<file path="config.mk">
export PLATFORM = sky130hd
export DESIGN_NAME = mem_wb_reg
export DESIGN_NICKNAME = d
export VERILOG_FILES = /design/src/verilog/core_pkg.sv /design/src/verilog/mem_wb_reg.sv
export SDC_FILE = /design/constraint.sdc
export NUM_CORES = 1
export LEC_CHECK = 0
export ABC_AREA = 1
export BUFFER_PORTS_ARGS = -buffer_cell sky130_fd_sc_hd__buf_4
export CAP_MARGIN = 20
export CELL_PAD_IN_SITES_DETAIL_PLACEMENT = 0
export CELL_PAD_IN_SITES_GLOBAL_PLACEMENT = 2
export CORE_ASPECT_RATIO = 1.5
export CORE_UTILIZATION = 25
export CTS_CLUSTER_DIAMETER = 80
export CTS_CLUSTER_SIZE = 20
export DETAILED_ROUTE_END_ITERATION = 10
export GPL_ROUTABILITY_DRIVEN = 0
export PLACE_DENSITY_LB_ADDON = 0.05
export REMOVE_ABC_BUFFERS = 1
export SLEW_MARGIN = 20
export SYNTH_ARGS = -nofsm -noshare
export SYNTH_HDL_FRONTEND = slang
export SYNTH_SLANG_ARGS = --single-unit
</file>
<file path="constraint.sdc">
create_clock -name clk -period 5.6 [get_ports clk]
set_input_delay 0.56 -clock clk [delete_from_list [all_inputs] [get_ports clk]]
set_output_delay 0.56 -clock clk [all_outputs]
set_load 0.01 [all_outputs]
</file>
<file path="src/verilog/core_pkg.sv">
package core_pkg;

    localparam int XLEN   = 64;
    localparam int REG_AW = 5;

    // major opcodes of the supported subset.
    localparam logic [6:0] OPC_OP    = 7'b0110011;
    localparam logic [6:0] OPC_OPIMM = 7'b0010011;
    localparam logic [6:0] OPC_LUI   = 7'b0110111;
    localparam logic [6:0] OPC_LOAD  = 7'b0000011;
    localparam logic [6:0] OPC_STORE = 7'b0100011;

    localparam logic [2:0] F3_ADD = 3'b000;
    localparam logic [2:0] F3_SLL = 3'b001;
    localparam logic [2:0] F3_SLT = 3'b010;
    localparam logic [2:0] F3_D   = 3'b011; // doubleword access.
    localparam logic [2:0] F3_XOR = 3'b100;
    localparam logic [2:0] F3_SRL = 3'b101;
    localparam logic [2:0] F3_OR  = 3'b110;
    localparam logic [2:0] F3_AND = 3'b111;

    localparam logic [6:0] F7_BASE = 7'b0000000;
    localparam logic [6:0] F7_SUB  = 7'b0100000;

    typedef enum logic [3:0] {
        ALU_ADD,
        ALU_SUB,
        ALU_AND,
        ALU_OR,
        ALU_XOR,
        ALU_SLT,
        ALU_SLL,
        ALU_SRL,
        ALU_PASS_B
    } alu_op_e;

    typedef struct packed {
        logic              valid;
        logic [XLEN-1:0]   pc;
        logic [31:0]       inst;
        alu_op_e           alu_op;
        logic [XLEN-1:0]   op_a;
        logic [XLEN-1:0]   op_b;
        logic [XLEN-1:0]   store_data;
        logic [REG_AW-1:0] rd;
        logic              rd_we;
        logic              is_load;
        logic              is_store;
    } id_ex_t;

    typedef struct packed {
        logic              valid;
        logic [XLEN-1:0]   pc;
        logic [31:0]       inst;
        logic [XLEN-1:0]   result; // alu result, or address for ld/sd.
        logic [XLEN-1:0]   store_data;
        logic [REG_AW-1:0] rd;
        logic              rd_we;
        logic              is_load;
        logic              is_store;
    } ex_mem_t;

    typedef struct packed {
        logic              valid;
        logic [XLEN-1:0]   pc;
        logic [31:0]       inst;
        logic [XLEN-1:0]   alu_result;
        logic [XLEN-1:0]   load_data;
        logic [REG_AW-1:0] rd;
        logic              alu_we;
        logic              load_we;
    } mem_wb_t;

    typedef struct packed {
        logic [XLEN-1:0]   pc;
        logic [31:0]       inst;
        logic              rd_we;
        logic [REG_AW-1:0] rd;
        logic [XLEN-1:0]   wdata;
    } commit_t;

    typedef struct packed {
        logic            cyc;
        logic            stb;
        logic            we;
        logic [XLEN-1:0] adr;
        logic [XLEN-1:0] dat;
        logic [7:0]      sel;
    } wb_m2s_t;

    typedef struct packed {
        logic            ack;
        logic [XLEN-1:0] dat;
    } wb_s2m_t;

endpackage

</file>
<file path="src/verilog/mem_wb_reg.sv">
`timescale 1ns/1ps

module mem_wb_reg import core_pkg::*; (
    input  logic              clk,
    input  logic              rst_n,
    input  mem_wb_t           mem_wb_i,
    input  logic              mem_stall_i,
    output logic              rf_we_o,
    output logic [REG_AW-1:0] rf_waddr_o,
    output logic [XLEN-1:0]   rf_wdata_o,
    output logic              commit_valid_o,
    output commit_t           commit_o
);

    mem_wb_t         mem_wb_q;
    logic [XLEN-1:0] wdata;

    always_ff @(posedge clk) begin
        if (rst_n) begin
            mem_wb_q.valid <= 1'b0;
        end else if (mem_stall_i) begin
            mem_wb_q.valid <= 1'b0; // access still open, nothing retires.
        end else begin
            mem_wb_q <= mem_wb_i;
        end
    end

    assign wdata = mem_wb_q.load_we ? mem_wb_q.load_data : mem_wb_q.alu_result;

    assign rf_we_o    = mem_wb_q.valid && (mem_wb_q.alu_we || mem_wb_q.load_we);
    assign rf_waddr_o = mem_wb_q.rd;
    assign rf_wdata_o = wdata;

    assign commit_valid_o = mem_wb_q.valid;

    always_comb begin
        commit_o.pc    = mem_wb_q.pc;
        commit_o.inst  = mem_wb_q.inst;
        commit_o.rd_we = rf_we_o;
        commit_o.rd    = mem_wb_q.rd;
        commit_o.wdata = wdata;
    end

endmodule

</file>
After elaboration in Yosys (flattened, before gate mapping). Cells that the tools add are included.

Output and inout port bits: 237. Input port bits: 235. Bits in registers: 232.

Bitwise operators: 2. Reductions and logical operators: 4. Muxes and demuxes: 1.

Operator list (number): $mux 64 (1); $not 1->1 (2); $reduce_and 2->1 (1); $reduce_or 2->1 (1); $logic_and 1x1->1 (1); $logic_or 1x1->1 (1).

Longest topological paths before layout.
Depth after elaboration: 2. Depth in mapped cells: 5. Depth with buffers taken out: 3.

Worst setup path before layout. OpenSTA, ideal clock, no wires.

Kind: input port to flip-flop. From: in rst_n. To: reg mem_wb_q, in the netlist commit_o[100], enable pin. Path slack: -0.092 ns. Stages on the path: 3. Arrival time: 5.109 ns. Setup time: 0.583 ns. Cell sequence: inv_1 > nand2_1 > inv_1.

Cells in the longest elaborated chain, start to end: 2.

Ends and longest elaborated chain: from (decl) (RTL line mem_wb_reg.sv:5) `input logic rst_n,`; $not 1->1 (no source line); $reduce_and 2->1 (no source line); to (signal assigned) (RTL line mem_wb_reg.sv:24) `mem_wb_q <= mem_wb_i;`; to (decl) (RTL line mem_wb_reg.sv:15) `mem_wb_t mem_wb_q;`.

Every way passes these cells. A chain may end at the register's enable or synchronous reset.

Final worst setup path.
From: reg mem_wb_q[0] (netlist bit). To: out rf_wdata_o[15].

Cells in the longest elaborated chain, start to end: 1.

Ends and longest elaborated chain: $mux 64 (RTL line mem_wb_reg.sv:28) `assign wdata = mem_wb_q.load_we ? mem_wb_q.load_data : mem_wb_q.alu_result;`; to (decl) (RTL line mem_wb_reg.sv:10) `output logic [XLEN-1:0] rf_wdata_o,`.

Every way passes these cells.

==> run metrics <==
outcome=finished clean; Final Hold Fails=0; vias per inst=3.76; cts hold-fix bufs=0; number of synthesized flops with an enable pin=231; Data required, critical path=5.04 ns; htree depth=1; clk slew on worst S/H paths=0.09 ns; setup ws final=2.75 ns; Avg WL per Cell=18.0 um; # rows=85; register area share after synthesis=0.765; fin nets=1161; die outline area=0.0372 mm2; share of cells above drive strength 1=0.532; largest net degree at the start of global routing=133; Mapped Cells=618; cell area after synthesis=0.00910 mm2; Slew Viols, Final=0; Mean Syn Cell Area=14.7 um2; commonest cells in the synthesized netlist=edfxtp_1 (231), nand2_1 (193), buf_4 (172); top cells by area, synth=edfxtp_1 (76%), buf_4 (14%), nand2_1 (8.0%); Worst Setup Path Type=reg2out; post-CTS resize count=0; Root Buffer=clkbuf_16; dpl cells=1386; Die Wd=158 um; Die H=236 um; cell with the most instances after synthesis=edfxtp_1; Antenna Cells=0; Distinct cells, synth=9; CP Max Fanout=42; Yosys reg bits=232; length of the first detailed-routing pass in iterations=4; IO Pins=472; setup repair after global routing missed its margin=no; HPWL Detailed=18700 um; fmax=351 MHz; Hold Path Class=in2reg; number of global-route vias before repair=5775; Yosys top cell by area=edfxtp_1; first-pass GRT wire length=36100 um; max-cap violations=0; Worst slew margin=0.358; initial antenna violation count=2; Slew @ Worst Pin=0.964 ns; Most used DFF post-synth=edfxtp_1; Tot Pwr=0.00378 W; Buffers on Ports=471; CTS tree=yes; Tmin final=2.85 ns; Clock Tree Buf Depth=3; initial core utilization=0.254; asr flop ratio synth=0; critical path endpoint category=output port; total core area=0.0358 mm2; Sink Count=232; synthesis-to-layout area growth=35.9%; gr ovfl total=0; Setup WS pre-CTS=2.99 ns; GRT Overall Usage=0.134; Finished Layout Cells=1412; critical path launch point type=register; Ys Warns=0; Pleak=5.30 nW; DR vias=5314; DRC Markers=0; initial DRC count=154; fin crit share=0.509; Yosys top cell area share=0.762; Routed WL=25400 um; Peak VDD IR=0.262 mV; CTS buffer count=16; Final Hold Slack=0.222 ns; post-route ant nets=0; PwrDens=306 mW/mm2; Critical Path AT=2.29 ns; # setup viols final=0; Post-CTS Setup Inserts=0
[power by group]
group | leakage, nW | switching, W | internal (W) | total, W
clock network | 0.229 | 0.000601 | 0.000562 | 0.00116
logic | 2.89 | 0.000257 | 0.000289 | 0.000545
registers | 2.18 | 0.0000320 | 0.00204 | 0.00207
total | 5.30 | 0.000889 | 0.00289 | 0.00378
[cells in the final DEF, fill, tap and decap left out]
cell / Yosys / layout
inv_1: 5 / 4
inv_2: 1 / 1
clkbuf_16: 0 / 17
nor2_1: 3 / 3
clkinvlp_4: 0 / 1
clkinv_1: 0 / 2
edfxtp_1: 231 / 231
clkinv_4: 0 / 1
dfxtp_1: 1 / 1
buf_4: 172 / 473
inv_8: 0 / 1
buf_12: 0 / 1
clkbuf_1: 0 / 3
clkinv_2: 0 / 1
inv_6: 0 / 1
nand2_1: 193 / 193
[layer usage]
layer | GRT usage | share of wire | up-vias
met5 | 0 | 0.00090 | -
met1 | 0.124 | 0.32 | 2486
li1 | - | - | 2522
met2 | 0.259 | 0.55 | 273
met3 | 0.0554 | 0.11 | 29
met4 | 0.0388 | 0.019 | 4
[final timing paths]
path	from	endpoint	slack [ns]	depth (start not counted)
worst max-delay path	mem_wb_q[0]	rf_wdata_o[15]	2.75	5
worst min-delay path	mem_wb_i[201]	commit_o[136]	0.22	1
[kinds of logic (layout without fill, tap and decap cells)]
logic type / after synthesis / after routing / synth area share
flip-flops: 232 / 232 / 0.765
AND/OR/NAND/NOR: 196 / 196 / 0.0809
buffers and inverters: 190 / 506 / 0.154
[metrics by stage]
step / area (um2) / utilization / setup TNS, ns
5_1_grt: 12400 / 0.345 / 0
6_report: 12400 / 0.345 / 0
2_1_floorplan: 7710 / - / -21.18
3_3_place_gp: 11900 / 0.332 / 0
3_5_place_dp: 11900 / 0.332 / 0
4_1_cts: 12400 / 0.345 / 0
[cell type report]
cell class / count / area, um2
Sequential cell: 232 / 6960
Clock buffer: 20 / 437
Fill cell: 3534 / 23500
Tap cell: 478 / 598
Clock inverter: 6 / 37.5
Timing Repair Buffer: 474 / 3570
Inverter: 6 / 30.0
Multi-Input combinational cell: 196 / 736
[registers in the layout (all words and copies together) (netlist names)]
register	flops
commit_valid_o	1
mem_wb_q	130
rf_waddr_o	5
commit_o	96
[worst max-delay path: stages, from the launching register on]
cell	delay [ns]
edfxtp_1	0.41
inv_2	0.36
buf_4	0.53
nand2_1	0.09
nand2_1	0.19
buf_4	0.16
No activity file was read; power rests on OpenSTA's default activity.
