--- src/verilog/core_pkg.sv ---
package core_pkg;

    localparam int XLEN   = 64;
    localparam int REG_AW = 5;

    // major opcodes of the supported subset.
    localparam logic [6:0] OPC_OP    = 7'b0110011;
    localparam logic [6:0] OPC_OPIMM = 7'b0010011;
    localparam logic [6:0] OPC_LUI   = 7'b0110111;
    localparam logic [6:0] OPC_LOAD  = 7'b0000011;
    localparam logic [6:0] OPC_STORE = 7'b0100011;

    localparam logic [2:0] F3_ADD = 3'b000;
    localparam logic [2:0] F3_SLL = 3'b001;
    localparam logic [2:0] F3_SLT = 3'b010;
    localparam logic [2:0] F3_D   = 3'b011; // doubleword access.
    localparam logic [2:0] F3_XOR = 3'b100;
    localparam logic [2:0] F3_SRL = 3'b101;
    localparam logic [2:0] F3_OR  = 3'b110;
    localparam logic [2:0] F3_AND = 3'b111;

    localparam logic [6:0] F7_BASE = 7'b0000000;
    localparam logic [6:0] F7_SUB  = 7'b0100000;

    typedef enum logic [3:0] {
        ALU_ADD,
        ALU_SUB,
        ALU_AND,
        ALU_OR,
        ALU_XOR,
        ALU_SLT,
        ALU_SLL,
        ALU_SRL,
        ALU_PASS_B
    } alu_op_e;

    typedef struct packed {
        logic              valid;
        logic [XLEN-1:0]   pc;
        logic [31:0]       inst;
        alu_op_e           alu_op;
        logic [XLEN-1:0]   op_a;
        logic [XLEN-1:0]   op_b;
        logic [XLEN-1:0]   store_data;
        logic [REG_AW-1:0] rd;
        logic              rd_we;
        logic              is_load;
        logic              is_store;
    } id_ex_t;

    typedef struct packed {
        logic              valid;
        logic [XLEN-1:0]   pc;
        logic [31:0]       inst;
        logic [XLEN-1:0]   result; // alu result, or address for ld/sd.
        logic [XLEN-1:0]   store_data;
        logic [REG_AW-1:0] rd;
        logic              rd_we;
        logic              is_load;
        logic              is_store;
    } ex_mem_t;

    typedef struct packed {
        logic              valid;
        logic [XLEN-1:0]   pc;
        logic [31:0]       inst;
        logic [XLEN-1:0]   alu_result;
        logic [XLEN-1:0]   load_data;
        logic [REG_AW-1:0] rd;
        logic              alu_we;
        logic              load_we;
    } mem_wb_t;

    typedef struct packed {
        logic [XLEN-1:0]   pc;
        logic [31:0]       inst;
        logic              rd_we;
        logic [REG_AW-1:0] rd;
        logic [XLEN-1:0]   wdata;
    } commit_t;

    typedef struct packed {
        logic            cyc;
        logic            stb;
        logic            we;
        logic [XLEN-1:0] adr;
        logic [XLEN-1:0] dat;
        logic [7:0]      sel;
    } wb_m2s_t;

    typedef struct packed {
        logic            ack;
        logic [XLEN-1:0] dat;
    } wb_s2m_t;

endpackage

--- src/verilog/regfile.sv ---
`timescale 1ns/1ps

module regfile import core_pkg::*; (
    input  logic              clk,
    input  logic              rst_n,
    input  logic [REG_AW-1:0] rs1_addr_i,
    input  logic [REG_AW-1:0] rs2_addr_i,
    output logic [XLEN-1:0]   rs1_data_o,
    output logic [XLEN-1:0]   rs2_data_o,
    input  logic              we_i,
    input  logic [REG_AW-1:0] waddr_i,
    input  logic [XLEN-1:0]   wdata_i
);

    logic [XLEN-1:0] regs [32];

    always_ff @(posedge clk) begin
        if (rst_n) begin
            for (int i = 0; i < 32; i++) begin
                regs[i] <= '0;
            end
        end else if (we_i && waddr_i != '0) begin
            regs[waddr_i] <= wdata_i;
        end
    end

    // write-through so decode sees the value retiring this cycle.
    always_comb begin
        if (rs1_addr_i == '0) rs1_data_o = '0;
        else if (we_i && waddr_i == rs1_addr_i) rs1_data_o = wdata_i;
        else rs1_data_o = regs[rs1_addr_i];
    end

    always_comb begin
        if (rs2_addr_i == '0) rs2_data_o = '0;
        else if (we_i && waddr_i == rs2_addr_i) rs2_data_o = wdata_i;
        else rs2_data_o = regs[rs2_addr_i];
    end

endmodule
--- config.mk ---
export PLATFORM = sky130hd
export DESIGN_NAME = regfile
export DESIGN_NICKNAME = d
export VERILOG_FILES = /design/src/verilog/core_pkg.sv /design/src/verilog/regfile.sv
export SDC_FILE = /design/constraint.sdc
export NUM_CORES = 2
export LEC_CHECK = 0
export BUFFER_PORTS_ARGS = -buffer_cell sky130_fd_sc_hd__buf_2
export CELL_PAD_IN_SITES_DETAIL_PLACEMENT = 0
export CELL_PAD_IN_SITES_GLOBAL_PLACEMENT = 1
export CORE_ASPECT_RATIO = 0.8
export CORE_MARGIN = 5
export CORE_UTILIZATION = 55
export CTS_CLUSTER_DIAMETER = 50
export DETAILED_ROUTE_END_ITERATION = 16
export PLACE_DENSITY_LB_ADDON = 0.08
export SKIP_CTS_REPAIR_TIMING = 1
export SYNTH_ARGS = -nofsm -noshare
export SYNTH_HDL_FRONTEND = slang
export SYNTH_SLANG_ARGS = --single-unit
--- constraint.sdc ---
create_clock -name clk -period 3.5 [get_ports clk]
set_input_delay 0.175 -clock clk [delete_from_list [all_inputs] [get_ports clk]]
set_output_delay 0.175 -clock clk [all_outputs]
set_load 0.1 [all_outputs]
Word-level counts from Yosys, hierarchy flattened

Memories as Yosys holds them, arrays and structs flattened.
Cells that the tools add are included.
Widths: inputs -> output; s select.

Equality and inequality tests: 2
Muxes and demuxes: 12
Reductions and logical operators: 7

Operator list:

| cell              | count |
|---|---|
| $mux 64           | 5 |
| $reduce_or 64->1  | 1 |
| $eq 5x5->1        | 2 |
| $logic_not 5->1   | 2 |
| $mux 1            | 6 |
| $mux 5            | 1 |
| $reduce_bool 5->1 | 1 |
| $logic_and 1x1->1 | 3 |

Register bits after elaboration: 0
Memory bits (writable): 2,048
Input port bits: 82
Output and inout bits: 128
Logic and storage cells: 22
Memories kept: 1

Memory list:

| name | depth | width | rd ports | clocked after Yosys merged registers in | write ports | RTL line      | text |
|---|---|---|---|---|---|---|---|
| regs | 32    | 64    | 2        | 0                                       | 32          | regfile.sv:15 | `logic [XLEN-1:0] regs [32];` |

Longest topological paths before layout

Word-level depth: 7
Depth in mapped cells: 10
Mapped depth without buffers: 5

Least setup slack after synthesis

Ideal clock, no wire load.

Path type: input to output
Start point: in rs2_addr_i[1]
End point: out rs2_data_o[14]
Arrival: 3,114 ps
Data required time: 3,325 ps
Slack: 211 ps
Stages: 9
Buffers on the path: 6
Path through: clkbuf_1 -> buf_4 -> buf_4 -> buf_4 -> buf_2 -> nand3b_1 -> clkbuf_1 -> o21ai_0 -> a21oi_1

Cells in the longest elaborated chain, start to end: 4
Elaborated cells on any way between the ends: 6
Classes of those cells: eq/ne (1); mux (2); reduce/logical (2); memory (1)

Ends and longest elaborated chain:

| element                                               | RTL line      | text |
|---|---|---|
| start, declared                                       | regfile.sv:7  | `input logic [REG_AW-1:0] rs2_addr_i,` |
| branches (longest 3 deep; another with $mem_v2 32x64) | n/a           |  |
| $mux 64 *                                             | regfile.sv:35 | `if (rs2_addr_i == '0) rs2_data_o = '0;` |
| end, declared                                         | regfile.sv:9  | `output logic [XLEN-1:0] rs2_data_o,` |

Mark *: on every way between the ends.

Final worst setup path

Start point: in waddr_i[3]
End point: out rs2_data_o[62]

Cells in the longest elaborated chain, start to end: 4

Ends and longest elaborated chain:

| element           | RTL line      | text |
|---|---|---|
| start, declared   | regfile.sv:11 | `input logic [REG_AW-1:0] waddr_i,` |
| $eq 5x5->1        | regfile.sv:36 | `else if (we_i && waddr_i == rs2_addr_i) rs2_data_o = wdata_i;` |
| $logic_and 1x1->1 | regfile.sv:36 |  |
| $mux 64           | regfile.sv:36 |  |
| $mux 64           | regfile.sv:35 |  |

Every way passes these cells.

==> run summary <==
The run finished, with violations left. The checks that failed: hold timing. The number of global-route vias before repair came out at around 70000. The final critical-path share of the clock period is 97.8%. The register with the most flip-flops in the layout has roughly 2000 of them. Among all flip-flop cells after synthesis, the most frequent one is sky130_fd_sc_hd__edfxtp_1.

The portion of synthesized area spent on multiplexers is 23.0%. The count of pins on the block boundary came out at between 200 and 250. The remaining antenna violation count after routing is 0. CTS placed an instance of sky130_fd_sc_hd__clkbuf_16 at the clock tree root.

TritonCTS created roughly 210 clock buffers. The relative area change from synthesis to final layout came out at 13.8%. The upper clock frequency limit came out at 0.292 GHz.

The share of total power in sequential cells is approximately 46%. Summed over its instances, the top area cell type makes up 56.9% of the synthesized netlist area. Synthesis produced a netlist whose cell count is 6952. The share of power burned in the clock network came out at between 30% and 40%. The die outline height is 406 µm. The minimum period implied by the final worst setup slack is 3.42 ns. In this run the worst hold path is classified as input port to flip-flop.

The post-synthesis share of cell area spent on xor and xnor gates is less than 1%. The adder and majority gate portion of the synthesized area is 0%. The total design power is approximately 63 mW. The arrival time at the worst endpoint came out at roughly 3.3 ns. The number of remaining DRC errors is 0. Counting flops with a built-in enable in the synthesized netlist gives slightly above 2000. The number of warnings reported in the yosys synthesis log is 0.

The HPWL after detailed placement is 237000 µm. In the final layout, the registers with the most flip-flops are regs (2048). The source of the critical timing path is waddr_i[3]. The number of iterations in the first detailed-routing pass came out at 8. The final number of max-transition violations came to 0.

Setup total negative slack on the finished layout was measured at 0 ns. Net switching is 27.6% of the power. The async set-or-reset flop fraction in the synthesized netlist came out at 0%. The internal power summed over all cells came out at between 40 and 50 mW. The net switching power came out at around 17 mW. The initial antenna violation count came out at 70. The total routing resource utilization after global routing is between 40 and 50%. Entering global routing, the biggest net connects 83 pins. The library cells used most frequently in the layout, excluding fill and tap cells, are 2048 x sky130_fd_sc_hd__edfxtp_1, 1985 x sky130_fd_sc_hd__and2_1, 1015 x sky130_fd_sc_hd__mux4_2, 249 x sky130_fd_sc_hd__buf_12, 215 x sky130_fd_sc_hd__clkbuf_16. In the post-synthesis netlist, the biggest area contributors are sky130_fd_sc_hd__edfxtp_1 57%, sky130_fd_sc_hd__mux4_2 21%, sky130_fd_sc_hd__and2_1 12%. The most common cell after layout, fill and taps aside is sky130_fd_sc_hd__edfxtp_1. The die area came out at roughly 0.2 mm².

The largest family of logic cells by synthesized area is multiplexers. The final design utilization came out at between 60% and 70%. STA classifies the critical path endpoint as an output pin. For this run, the post-layout net count is around 7000. The fraction of layout cells with a size suffix above 1 came out at between 20 and 30%. The remaining max-slew budget at the tightest pin came out at 7.67%. The maximum fanout along the worst path came out at 17. The number of standard-cell rows in the floorplan came out at ~150. The final setup violation count came out at 0.

The H-tree depth is 4. The final-report hold violation count is 21. The number of different library cells in the post-synthesis netlist came out at 49. The power per cell area came out at 510 mW/mm².

The setup slack after placement came out at about 0.034 ns. The actual transition at the worst max-transition pin is roughly 1.4 ns. The total overflow left after global routing is 0.

The least setup slack across all paths after layout came out at ~0.077 ns. regs holds more flip-flops than any other register. Setup repair after global routing left no endpoint under its margin. The combined flip-flop and latch cell area came out at a little over 0.06 mm². Counting along the longest clock path gives a buffer depth of 3. The clock transition at the register clock pins on the worst setup and hold paths after CTS is about 0.06 ns. Dividing the detail-routed wire length by the instance count gives 43.3 µm. The final wirelength is between 400000 and 500000 µm. The sequential element share of the synthesized area came out at a little under three fifths. The number of register bits inferred by synthesis came out at 2048. The synthesized area is between 0.1 and 0.15 mm². The congestion estimate from routability-driven global placement came to around 0.87. The critical path data required time came out at 3.32 ns. The initial DRC count came out at roughly 14000. The worst hold slack across all endpoints is -0.0152 ns.

The routed via count came out at 72900. The wire length of the first global-routing pass came out at around 580000 µm. The port buffer count is roughly 210.

The number of filler cells placed in the layout is ~14000. The horizontal extent of the die is between 500 and 600 µm. The startpoint class of the critical path is an input port. The worst hold path startpoint is wdata_i[50].

The multi-input combinational cells in the finished layout cover a total of between 0.04 and 0.05 mm². The compound-gate portion of the synthesized area came out at under 10%. The max-cap check violation count came out at 0. The initial standard-cell utilization of the core is a little under three fifths. The tree built by TritonCTS fans out to roughly 2000 sinks. The cell type with the largest total area after synthesis is sky130_fd_sc_hd__edfxtp_1. Summed over all cells, the static leakage comes to 42.6 nW. The per-cell via count in the routed design is approximately 7.4. The core outline area came out at a little under 0.2 mm². A synthesized cell averages 15.5 µm². The highest ir drop seen on vdd is ~0.00040 V. The combinational power share came out at around 17%. TritonCTS built the clock tree. Summing the areas of all and, or, nand and nor instances in the mapped netlist gives 13.0% of the synthesized area. The critical path is of the input port to output pin type.
[metal layers]
metal / vias up / part of all wire [%] / global-route usage [%]
met1: 37200 / 34 / 56.5
met5: - / 0.030 / 0
li1: 27200 / - / -
met3: 1322 / 17 / 14.8
met2: 7232 / 43 / 58.2
met4: 20 / 6.0 / 21.1
[per-stage QoR]
step                      std cells  area, µm²
after global routing           9766     123000
after CTS                      9721     122000
after detailed placement       9334     116000
final                          9799     123000
after global placement         9334     116000
after floorplan                7015     108000
[layout make-up]
| type | count | share of cell area, % |
|---|---|---|
| multi-input cells | 4174 | 35.7 |
| repair buffers | 571 | 5.97 |
| well taps | 2572 | 2.62 |
| clock buffers | 254 | 4.50 |
| flip-flops and latches | 2048 | 50.0 |
| inverters | 2 | 0.00611 |
| clock inverters | 133 | 1.11 |
| diodes | 45 | 0.0916 |
[path summary, 6_finish.rpt]
check,to,cells past startpoint,slack [ns]
worst max-delay path,rs2_data_o[62],9,0.08
worst min-delay path,regs[16][50],2,-0.02
[power by group through the flow]
stage / clock [mW] / combinational (mW) / sequential [mW]
after detailed placement: 0 / 10.4 / 29.5
after global routing: 24.1 / 10.7 / 29.1
after CTS: 23.1 / 10.4 / 29.0
after global placement: 0 / 10.3 / 29.4
after floorplan: 0 / 6.27 / 29.2
final: 23.1 / 10.6 / 29.0
[synthesized netlist by cell type, types with 2 or more instances]
library cell	count
sky130_fd_sc_hd__nor2_1	44
sky130_fd_sc_hd__o221ai_1	13
sky130_fd_sc_hd__nand2_1	85
sky130_fd_sc_hd__buf_2	154
sky130_fd_sc_hd__a32oi_1	4
sky130_fd_sc_hd__mux4_2	1015
sky130_fd_sc_hd__xor2_1	4
sky130_fd_sc_hd__a22o_1	116
sky130_fd_sc_hd__buf_4	34
sky130_fd_sc_hd__o21ai_1	2
sky130_fd_sc_hd__nor3b_1	2
sky130_fd_sc_hd__mux2i_1	184
sky130_fd_sc_hd__and3b_1	2
sky130_fd_sc_hd__a22oi_1	106
sky130_fd_sc_hd__xnor2_1	6
sky130_fd_sc_hd__nor2b_1	8
sky130_fd_sc_hd__inv_1	2
sky130_fd_sc_hd__nand2b_1	18
sky130_fd_sc_hd__or3_1	4
sky130_fd_sc_hd__nand3b_1	7
sky130_fd_sc_hd__or2_2	31
sky130_fd_sc_hd__a21oi_1	42
sky130_fd_sc_hd__o211ai_1	3
sky130_fd_sc_hd__clkbuf_1	546
sky130_fd_sc_hd__edfxtp_1	2048
sky130_fd_sc_hd__a32o_1	2
sky130_fd_sc_hd__buf_6	14
sky130_fd_sc_hd__nand3_1	47
sky130_fd_sc_hd__buf_1	43
sky130_fd_sc_hd__o22ai_1	212
sky130_fd_sc_hd__o2111ai_1	10
sky130_fd_sc_hd__a211oi_1	57
sky130_fd_sc_hd__mux2_2	9
sky130_fd_sc_hd__and2_1	1987
sky130_fd_sc_hd__a31oi_1	2
sky130_fd_sc_hd__nor4_1	35
sky130_fd_sc_hd__o21ai_0	5
sky130_fd_sc_hd__nor3_1	32
sky130_fd_sc_hd__o211a_1	7
[logic make-up (layout without fill, tap and decap cells)]
kind of cell | Yosys count | after routing
multiplexers | 1208 | 1208
flip-flops | 2048 | 2048
XOR/XNOR | 10 | 10
AO/OA/AOI/OAI | 585 | 585
buffers and inverters | 793 | 960
AND/OR/NAND/NOR | 2307 | 2307
other | 1 | 109
[critical path, cell delays in order]
cell and delay [ns]:
sky130_fd_sc_hd__buf_2 0.20, sky130_fd_sc_hd__xor2_1 0.20, sky130_fd_sc_hd__nor4_1 0.59, sky130_fd_sc_hd__nand3_2 0.23, sky130_fd_sc_hd__buf_4 0.27, sky130_fd_sc_hd__nor2_4 0.27, sky130_fd_sc_hd__buf_4 0.51, sky130_fd_sc_hd__a32o_1 0.53
sky130_fd_sc_hd__buf_12 0.24
(Power assumes the default switching activity.)
