===== config.mk =====
export PLATFORM = sky130hd
export DESIGN_NAME = decode_unit
export DESIGN_NICKNAME = d
export VERILOG_FILES = /design/src/verilog/core_pkg.sv /design/src/verilog/decode_unit.sv
export SDC_FILE = /design/constraint.sdc
export NUM_CORES = 1
export LEC_CHECK = 0
export BUFFER_PORTS_ARGS = -buffer_cell sky130_fd_sc_hd__buf_2
export CAP_MARGIN = 30
export CORE_AREA = 2 2 302 304
export CTS_BUF_LIST = sky130_fd_sc_hd__clkbuf_16
export DETAILED_ROUTE_END_ITERATION = 16
export DIE_AREA = 0 0 304 306
export REMOVE_ABC_BUFFERS = 1
export SLEW_MARGIN = 25
export SYNTH_ARGS = -nofsm -noshare
export SYNTH_HDL_FRONTEND = slang
export SYNTH_SLANG_ARGS = --single-unit

===== constraint.sdc =====
create_clock -name clk -period 24.5 [get_ports clk]
set_clock_uncertainty 0.1 [all_clocks]
set_input_delay 4.9 -clock clk [delete_from_list [all_inputs] [get_ports clk]]
set_output_delay 4.9 -clock clk [all_outputs]
set_load 0.01 [all_outputs]

===== src/verilog/core_pkg.sv =====
package core_pkg;

    localparam int XLEN   = 64;
    localparam int REG_AW = 5;

    // major opcodes of the supported subset.
    localparam logic [6:0] OPC_OP    = 7'b0110011;
    localparam logic [6:0] OPC_OPIMM = 7'b0010011;
    localparam logic [6:0] OPC_LUI   = 7'b0110111;
    localparam logic [6:0] OPC_LOAD  = 7'b0000011;
    localparam logic [6:0] OPC_STORE = 7'b0100011;

    localparam logic [2:0] F3_ADD = 3'b000;
    localparam logic [2:0] F3_SLL = 3'b001;
    localparam logic [2:0] F3_SLT = 3'b010;
    localparam logic [2:0] F3_D   = 3'b011; // doubleword access.
    localparam logic [2:0] F3_XOR = 3'b100;
    localparam logic [2:0] F3_SRL = 3'b101;
    localparam logic [2:0] F3_OR  = 3'b110;
    localparam logic [2:0] F3_AND = 3'b111;

    localparam logic [6:0] F7_BASE = 7'b0000000;
    localparam logic [6:0] F7_SUB  = 7'b0100000;

    typedef enum logic [3:0] {
        ALU_ADD,
        ALU_SUB,
        ALU_AND,
        ALU_OR,
        ALU_XOR,
        ALU_SLT,
        ALU_SLL,
        ALU_SRL,
        ALU_PASS_B
    } alu_op_e;

    typedef struct packed {
        logic              valid;
        logic [XLEN-1:0]   pc;
        logic [31:0]       inst;
        alu_op_e           alu_op;
        logic [XLEN-1:0]   op_a;
        logic [XLEN-1:0]   op_b;
        logic [XLEN-1:0]   store_data;
        logic [REG_AW-1:0] rd;
        logic              rd_we;
        logic              is_load;
        logic              is_store;
    } id_ex_t;

    typedef struct packed {
        logic              valid;
        logic [XLEN-1:0]   pc;
        logic [31:0]       inst;
        logic [XLEN-1:0]   result; // alu result, or address for ld/sd.
        logic [XLEN-1:0]   store_data;
        logic [REG_AW-1:0] rd;
        logic              rd_we;
        logic              is_load;
        logic              is_store;
    } ex_mem_t;

    typedef struct packed {
        logic              valid;
        logic [XLEN-1:0]   pc;
        logic [31:0]       inst;
        logic [XLEN-1:0]   alu_result;
        logic [XLEN-1:0]   load_data;
        logic [REG_AW-1:0] rd;
        logic              alu_we;
        logic              load_we;
    } mem_wb_t;

    typedef struct packed {
        logic [XLEN-1:0]   pc;
        logic [31:0]       inst;
        logic              rd_we;
        logic [REG_AW-1:0] rd;
        logic [XLEN-1:0]   wdata;
    } commit_t;

    typedef struct packed {
        logic            cyc;
        logic            stb;
        logic            we;
        logic [XLEN-1:0] adr;
        logic [XLEN-1:0] dat;
        logic [7:0]      sel;
    } wb_m2s_t;

    typedef struct packed {
        logic            ack;
        logic [XLEN-1:0] dat;
    } wb_s2m_t;

endpackage


===== src/verilog/decode_unit.sv =====
`timescale 1ns/1ps

module decode_unit import core_pkg::*; (
    input  logic              clk,
    input  logic              rst_n,
    input  logic              inst_valid_i,
    input  logic [XLEN-1:0]   inst_pc_i,
    input  logic [31:0]       inst_i,
    output logic              inst_ready_o,
    input  logic              mem_stall_i,
    input  ex_mem_t           ex_mem_i,
    output logic [REG_AW-1:0] rs1_addr_o,
    output logic [REG_AW-1:0] rs2_addr_o,
    input  logic [XLEN-1:0]   rs1_data_i,
    input  logic [XLEN-1:0]   rs2_data_i,
    output id_ex_t            id_ex_o
);

    logic [6:0]      opcode;
    logic [2:0]      funct3;
    logic [6:0]      funct7;
    logic [XLEN-1:0] imm_i;
    logic [XLEN-1:0] imm_s;
    logic [XLEN-1:0] imm_u;
    logic [XLEN-1:0] imm_sh;
    logic            use_rs1;
    logic            use_rs2;
    logic            hit_id_ex;
    logic            hit_ex_mem;
    logic            accept;
    logic            run_q;
    id_ex_t          dec;
    id_ex_t          id_ex_q;

    assign opcode     = inst_i[6:0];
    assign funct3     = inst_i[14:12];
    assign funct7     = inst_i[31:25];
    assign rs1_addr_o = inst_i[19:15];
    assign rs2_addr_o = inst_i[24:20];

    assign imm_i  = {{(XLEN-12){inst_i[31]}}, inst_i[31:20]};
    assign imm_s  = {{(XLEN-12){inst_i[31]}}, inst_i[31:25], inst_i[11:7]};
    assign imm_u  = {{(XLEN-32){inst_i[31]}}, inst_i[31:12], 12'd0};
    assign imm_sh = {{(XLEN-6){1'b0}}, inst_i[25:20]};

    always_comb begin
        dec            = '0;
        dec.valid      = 1'b1;
        dec.pc         = inst_pc_i;
        dec.inst       = inst_i;
        dec.alu_op     = ALU_ADD;
        dec.op_a       = rs1_data_i;
        dec.op_b       = rs2_data_i;
        dec.store_data = rs2_data_i;
        dec.rd         = inst_i[11:7];
        use_rs1        = 1'b0;
        use_rs2        = 1'b0;
        case (opcode)
            OPC_OP: begin
                use_rs1   = 1'b1;
                use_rs2   = 1'b1;
                dec.rd_we = 1'b1;
                case ({funct7, funct3})
                    {F7_BASE, F3_ADD}: dec.alu_op = ALU_ADD;
                    {F7_SUB, F3_ADD}:  dec.alu_op = ALU_SUB;
                    {F7_BASE, F3_AND}: dec.alu_op = ALU_AND;
                    {F7_BASE, F3_OR}:  dec.alu_op = ALU_OR;
                    {F7_BASE, F3_XOR}: dec.alu_op = ALU_XOR;
                    {F7_BASE, F3_SLT}: dec.alu_op = ALU_SLT;
                    default:           dec.rd_we  = 1'b0; // illegal, commits without write.
                endcase
            end
            OPC_OPIMM: begin
                use_rs1   = 1'b1;
                dec.op_b  = imm_i;
                dec.rd_we = 1'b1;
                if (funct3 == F3_ADD) begin
                    dec.alu_op = ALU_ADD;
                end else if (funct3 == F3_SLL && inst_i[31:26] == 6'd0) begin
                    dec.alu_op = ALU_SLL;
                    dec.op_b   = imm_sh;
                end else if (funct3 == F3_SRL && inst_i[31:26] == 6'd0) begin
                    dec.alu_op = ALU_SRL;
                    dec.op_b   = imm_sh;
                end else begin
                    dec.rd_we = 1'b0;
                end
            end
            OPC_LUI: begin
                dec.alu_op = ALU_PASS_B;
                dec.op_b   = imm_u;
                dec.rd_we  = 1'b1;
            end
            OPC_LOAD: begin
                use_rs1 = 1'b1;
                dec.op_b = imm_i;
                if (funct3 == F3_D) begin
                    dec.is_load = 1'b1;
                    dec.rd_we   = 1'b1;
                end
            end
            OPC_STORE: begin
                use_rs1  = 1'b1;
                use_rs2  = 1'b1;
                dec.op_b = imm_s;
                dec.is_store = (funct3 == F3_D);
            end
            default: ;
        endcase
    end

    // wait while a source is still owed by an older instruction.
    assign hit_id_ex = id_ex_q.valid && id_ex_q.rd_we &&
                       ((use_rs1 && rs1_addr_o == id_ex_q.rd) ||
                        (use_rs2 && rs2_addr_o == id_ex_q.rd));
    assign hit_ex_mem = ex_mem_i.valid && ex_mem_i.rd_we &&
                        ((use_rs1 && rs1_addr_o == ex_mem_i.rd) ||
                         (use_rs2 && rs2_addr_o == ex_mem_i.rd));

    assign inst_ready_o = run_q && !mem_stall_i && !hit_id_ex && !hit_ex_mem;
    assign accept       = inst_valid_i && inst_ready_o;

    always_ff @(posedge clk) begin
        if (rst_n) begin
            run_q         <= 1'b0;
            id_ex_q.valid <= 1'b0;
        end else begin
            run_q <= 1'b1;
            if (!mem_stall_i) begin
                if (accept) id_ex_q <= dec;
                else id_ex_q.valid <= 1'b0; // bubble.
            end
        end
    end

    assign id_ex_o = id_ex_q;

endmodule


==> Yosys cells after proc, flatten, opt, wreduce, memory -nomap -nowiden <==
Index checks and enable logic that the tools add are counted.
{ "classes": {"eq_ne": 17, "muxes": 19, "bitwise_logic": 2, "n_reduce_logical": 26} }
{ "ops": {"columns": ["cell", "n"], "rows": [
  ["one-hot mux 64 bit (4 select lines)", 1],
  ["two-way mux 64 bit", 3],
  ["== test 10 x 3 -> 1 bit (second input constant)", 3],
  ["== test 7 x 6 -> 1 bit (second input constant)", 3],
  ["== test 5 bit", 4],
  ["one-hot mux 3 bit (5 select lines)", 1],
  ["logical AND 1 bit", 14],
  ["one-hot mux 4 bit (3 select lines)", 1],
  ["== test 10 x 2 -> 1 bit (second input constant)", 1],
  ["== test 10 x 9 -> 1 bit (second input constant)", 1],
  ["zero test 10 bit", 1],
  ["two-way mux 3 bit", 3],
  ["two-way mux 1 bit", 8],
  ["== test 7 x 2 -> 1 bit (second input constant)", 1],
  ["== test 7 x 5 -> 1 bit (second input constant)", 1],
  ["zero test 6 bit", 1],
  ["OR reduction 6 bit", 1],
  ["one-hot mux 1 bit (4 select lines)", 1],
  ["OR reduction 4 bit", 1],
  ["== test 3 x 1 -> 1 bit (second input constant)", 1],
  ["== test 3 x 2 -> 1 bit (second input constant)", 1],
  ["== test 3 bit (second input constant)", 1],
  ["zero test 1 bit", 3],
  ["zero test 3 bit", 1],
  ["other kinds (5)", 7]
]} }
{ "totals": {"regBits": 302, "in_bits": 461, "output_inout_bits": 312, "wordCells": 76} }

==> Logic depth before layout (Yosys ltp) <==
{ "depth": {"depth_word": 11, "mapped_depth": 8, "ltp_nobuf": 5} }

==> Worst setup path before layout <==
OpenSTA, ideal clock, no wires.
{ "synth_timing": {"path_kind": "input to register", "start": "input inst_i[5]", "end": "register id_ex_q, in the netlist id_ex_o[0], enable pin", "setup_ns": 0.957, "arrival_time_ns": 17.727, "t_required_ns": 23.443, "path_slack_ns": 5.716, "stages": 6, "n_path_buf": 1, "cell_sequence": "buf_2 inv_1 nor2_1 a32oi_1 o211ai_1 nor2_1"} }
{ "synth_between": {"elab_chain_cells": 11, "elab_cells_between_ends": 22} }
{ "synth_lines": {"columns": ["element", "line", "text"], "rows": [
  ["start, declared", "decode_unit.sv:8", "input logic [31:0] inst_i,"],
  ["== test 7 x 2 -> 1 bit, or another cell as far along", "decode_unit.sv:58", "case (opcode)"],
  ["OR reduction 4 bit (no line) / OR reduction 2 bit (equally long branches)", null, null],
  ["two-way mux 1 bit", "decode_unit.sv:58", null],
  ["logical AND 1 bit, on equally long branches", "decode_unit.sv:114, decode_unit.sv:115", null],
  ["logical OR 1 bit", "decode_unit.sv:114", "((use_rs1 && rs1_addr_o == id_ex_q.rd) ||"],
  ["logical AND 1 bit", "decode_unit.sv:113", "assign hit_id_ex = id_ex_q.valid && id_ex_q.rd_we &&"],
  ["zero test 1 bit", "decode_unit.sv:120", "assign inst_ready_o = run_q && !mem_stall_i && !hit_id_ex && !hit_ex_mem;"],
  ["logical AND 1 bit", "decode_unit.sv:120", null],
  ["logical AND 1 bit (*)", "decode_unit.sv:120", null],
  ["logical AND 1 bit (*)", "decode_unit.sv:121", "assign accept = inst_valid_i && inst_ready_o;"],
  ["AND reduction 3 bit (no line) (*)", null, null],
  ["end, declared", "decode_unit.sv:33", "id_ex_t id_ex_q;"]
]} }
Mark *: on every way between the ends. The rest lies on a longest branch, timed or not.
A chain may end at the register's enable or synchronous reset.

==> Final worst setup path <==
{ "layout_timing": {"start": "input inst_i[3]", "end": "output inst_ready_o"} }
{ "layout_between": {"elab_chain_cells": 9, "elab_cells_between_ends": 20} }
{ "layout_lines": {"columns": ["element", "line", "text"], "rows": [
  ["== test 7 x 2 -> 1 bit, or another cell as far along", "decode_unit.sv:58", null],
  ["OR reduction 4 bit (no line) / OR reduction 2 bit (equally long branches)", null, null],
  ["two-way mux 1 bit", "decode_unit.sv:58", null],
  ["logical AND 1 bit, on equally long branches", "decode_unit.sv:114, decode_unit.sv:115", null],
  ["logical OR 1 bit", "decode_unit.sv:114", null],
  ["logical AND 1 bit", "decode_unit.sv:113", null],
  ["zero test 1 bit", "decode_unit.sv:120", null],
  ["logical AND 1 bit", "decode_unit.sv:120", null],
  ["logical AND 1 bit (*)", "decode_unit.sv:120", null],
  ["end, declared", "decode_unit.sv:9", "output logic inst_ready_o,"]
]} }
Marks and branches as above.

==> out/qor.yml <==
grt:
  grt_pass1_vias: 7100
  overflow: 0
  track_usage_pct: 7.68
  grt_antenna_before_repair: 15
  grt_max_degree: 82
  grt_pass1_wl_mm: 50.2
setup_path:
  cp_data_arrival_time_ns: 6.67
  crit_type: "in2out"
  critPathCaptureType: "output port"
  crit_path_start_kind: "input pin"
  r2r-start: "id_ex_o[214]"
  critPathMaxFanout: 7
  reg2reg_slack_ns: 20.31
  r2r_end: "id_ex_o[148]"
  r2r_cells: 7
  required_ns: 19.50
sta:
  slew-limit-headroom_pct: 35.3
  post-route-period-util_pct: 47.6
  min_period_ns: 11.67
  max_slew.worst_pin.slew_ns: 0.967
  fin_ws_ns: 12.83
  holdWs_ns: 0.401
  finalSetupViolations: 0
  fmax_ghz: 0.0857
  tns_ns: 0
  maxSlewViolCount: 0
  rsz0062_at_grt: "false"
  finalHoldViolCount: 0
detailed_routing:
  wl_met1_mm: 14.7
  drtPass1Iterations: 4
  routed-wl-met2_mm: 15.7
  drtIter0Drc: 399
  wl_met3_mm: 5.02
  via_per_inst: 3.07
  dr.max_layer_used: "met5"
  drc: 0
  vias: 6880
  ant_nets: 0
  drt_wl_total_mm: 37.0
  wl_per_cell_um: 16.5
layout:
  layout_commonest_cell: "buf_2"
  layout_common_cells: "buf_2, edfxtp_1, a21o_1, clkbuf_16, a221o_1"
  drive_gt1_share_pct: 58.1
  nets: 1504
  areaGrowthSynthToFinish_pct: 50.2
  design_area_sq_um: 15500
min_path:
  worstHoldPathType: "reg2reg"
  hold_path_end: "id_ex_o[300]"
  hold_depth: 2
  min-delay-start: "id_ex_o[300]"
die:
  die-height_um: 306
  io_pins: 773
  die_x_um: 304
  rows: 110
  start_util_pct: 11.5
  core_sq_um: 89600
  die_area_sq_um: 93000
synthesis:
  synth_top_family_by_area: "compound AO/OA/AOI/OAI gates"
  synth_area_sq_um: 10300
  ys.flop_type: "edfxtp_1"
  syn_area_per_cell_sq_um: 21.2
  syn_inst: 485
  synth-adder-area-share_pct: 0
  synth_area_leaders: "edfxtp_1, a21o_1, a221o_1"
  yosysTopAreaCell: "edfxtp_1"
  yosys.area.top_type_share_pct: 86.0
  synth_compound_area_share_pct: 6.62
  synth_mux_area_share_pct: 0.109
  synth-edff-count: 295
  synth_xor_area_share_pct: 1.78
  async_flop_share_pct: 0
  synth_simple_gate_area_share_pct: 2.82
  yosysSeqAreaShare_pct: 86.3
  ys_ff_latch: 297
  synth_cell_types: 47
  ys_warn_count: 0
clock_tree:
  insertion_delay_ns: 0.55
  numCtsBuffers: 34
  cts_tree: "yes"
  cts-htree-levels: 2
  cts.clk_slew.worst_paths_ns: 0.06
  cts_setup_buffers: 0
  cts_root_buffer: "clkbuf_16"
  ctsResizeCount: 0
  hold_buffers: 0
  clockBufferDepth: 3
  cts_sinks: 297
placement:
  portBuffers: 546
  place_area_sq_um: 14400
  gp_congestion: 0.778
  dp_hpwl_mm: 28.9
  post-place-ws_ns: 12.82
run_status:
  outcome: "complete, no violations"
pwr:
  netSwitchingFraction_pct: 21.3
  clockPowerShare_pct: 43.7
  switchingPower_uw: 235
  p_comb_share_pct: 5.0
  total_power_mw: 1.11
  power_density_nw_per_um2: 71.4
  p_leak_nw: 6.06
  peakVddDrop_mv: 0.0535
  p_int_uw: 870
  sequentialPowerShare_pct: 51.3
job:
  cap_violations: 0
## Yosys cell counts, types with 2 or more instances
library cell  number
o22ai_1            2
a21o_1            36
nand3b_1           2
inv_1              8
clkbuf_1           8
buf_4             15
buf_6              2
dfxtp_1            2
xnor2_1           10
nand3_1            3
nor3_1             2
nand2b_1           2
nor4_1             3
nand2_1            6
o21ai_1            2
a22o_1             4
a41o_1             2
a221o_1           19
a32oi_1            3
buf_2              9
xor2_1            11
nor2_1            10
a222oi_1           5
edfxtp_1         295
nor3_2             2
## kinds of logic (layout without fill, tap and decap cells)
family                    Yosys count  in the layout
buffers and inverters              42            621
and+or+nand+nor                    43             43
xor gates and xnor gates           21             21
other                               0              3
DFF                               297            297
AOI/OAI and AO/OA                  81             81
muxes                               1              1
## critical path, stage by stage
cell	delay [ns]
buf_2	0.11
nand4bb_4	0.29
nor2_1	0.77
a41o_1	0.37
nor2_1	0.07
buf_2	0.14
## how the worst max path moves through the flow
| stage | start | to | slack [ns] |
|---|---|---|---|
| after floorplan | ex_mem_i[3] | id_ex_o[0] | 5.78 |
| after global placement | inst_i[3] | inst_ready_o | 12.83 |
| after detailed placement | inst_i[3] | inst_ready_o | 12.82 |
| after CTS | inst_i[3] | inst_ready_o | 12.82 |
| after global routing | inst_i[3] | inst_ready_o | 12.73 |
| final | inst_i[3] | inst_ready_o | 12.83 |
## registers in the layout (all words and copies together) (netlist names)
name,flops
id_ex_o,296
run_q,1
## power groups by stage
stage                     combinational [mW]  sequential, mW  clock [mW]
after floorplan                       0.0129           0.584           0
after global placement                0.0549           0.577           0
after detailed placement              0.0564           0.578           0
after global routing                  0.0603           0.567       0.522
after CTS                             0.0564           0.567       0.505
final                                 0.0558           0.567       0.482
## per-layer routing
metal	up-vias	global-route usage, %
li1	3070	-
met5	-	0
met4	10	3.54
met1	3240	8.80
met2	489	11.5
met3	71	4.43
## stage by stage
stage | utilization, % | instances
floorplan | - | 451
global placement | 16.0 | 2181
detailed placement | 16.0 | 2181
CTS | 17.2 | 2238
global route | 17.3 | 2240
finish | 17.3 | 2243
## final cells by class
class / count / area, sq um
Timing Repair Buffer: 556 / 2850
Tap cell: 1176 / 1470
Antenna cell: 3 / 7.51
Clock inverter: 22 / 160
Clock buffer: 35 / 876
Multi-Input combinational cell: 146 / 1180
Inverter: 8 / 30.0
Fill cell: 9785 / 74100
Sequential cell: 297 / 8900
No activity file was read; power rests on OpenSTA's default activity.
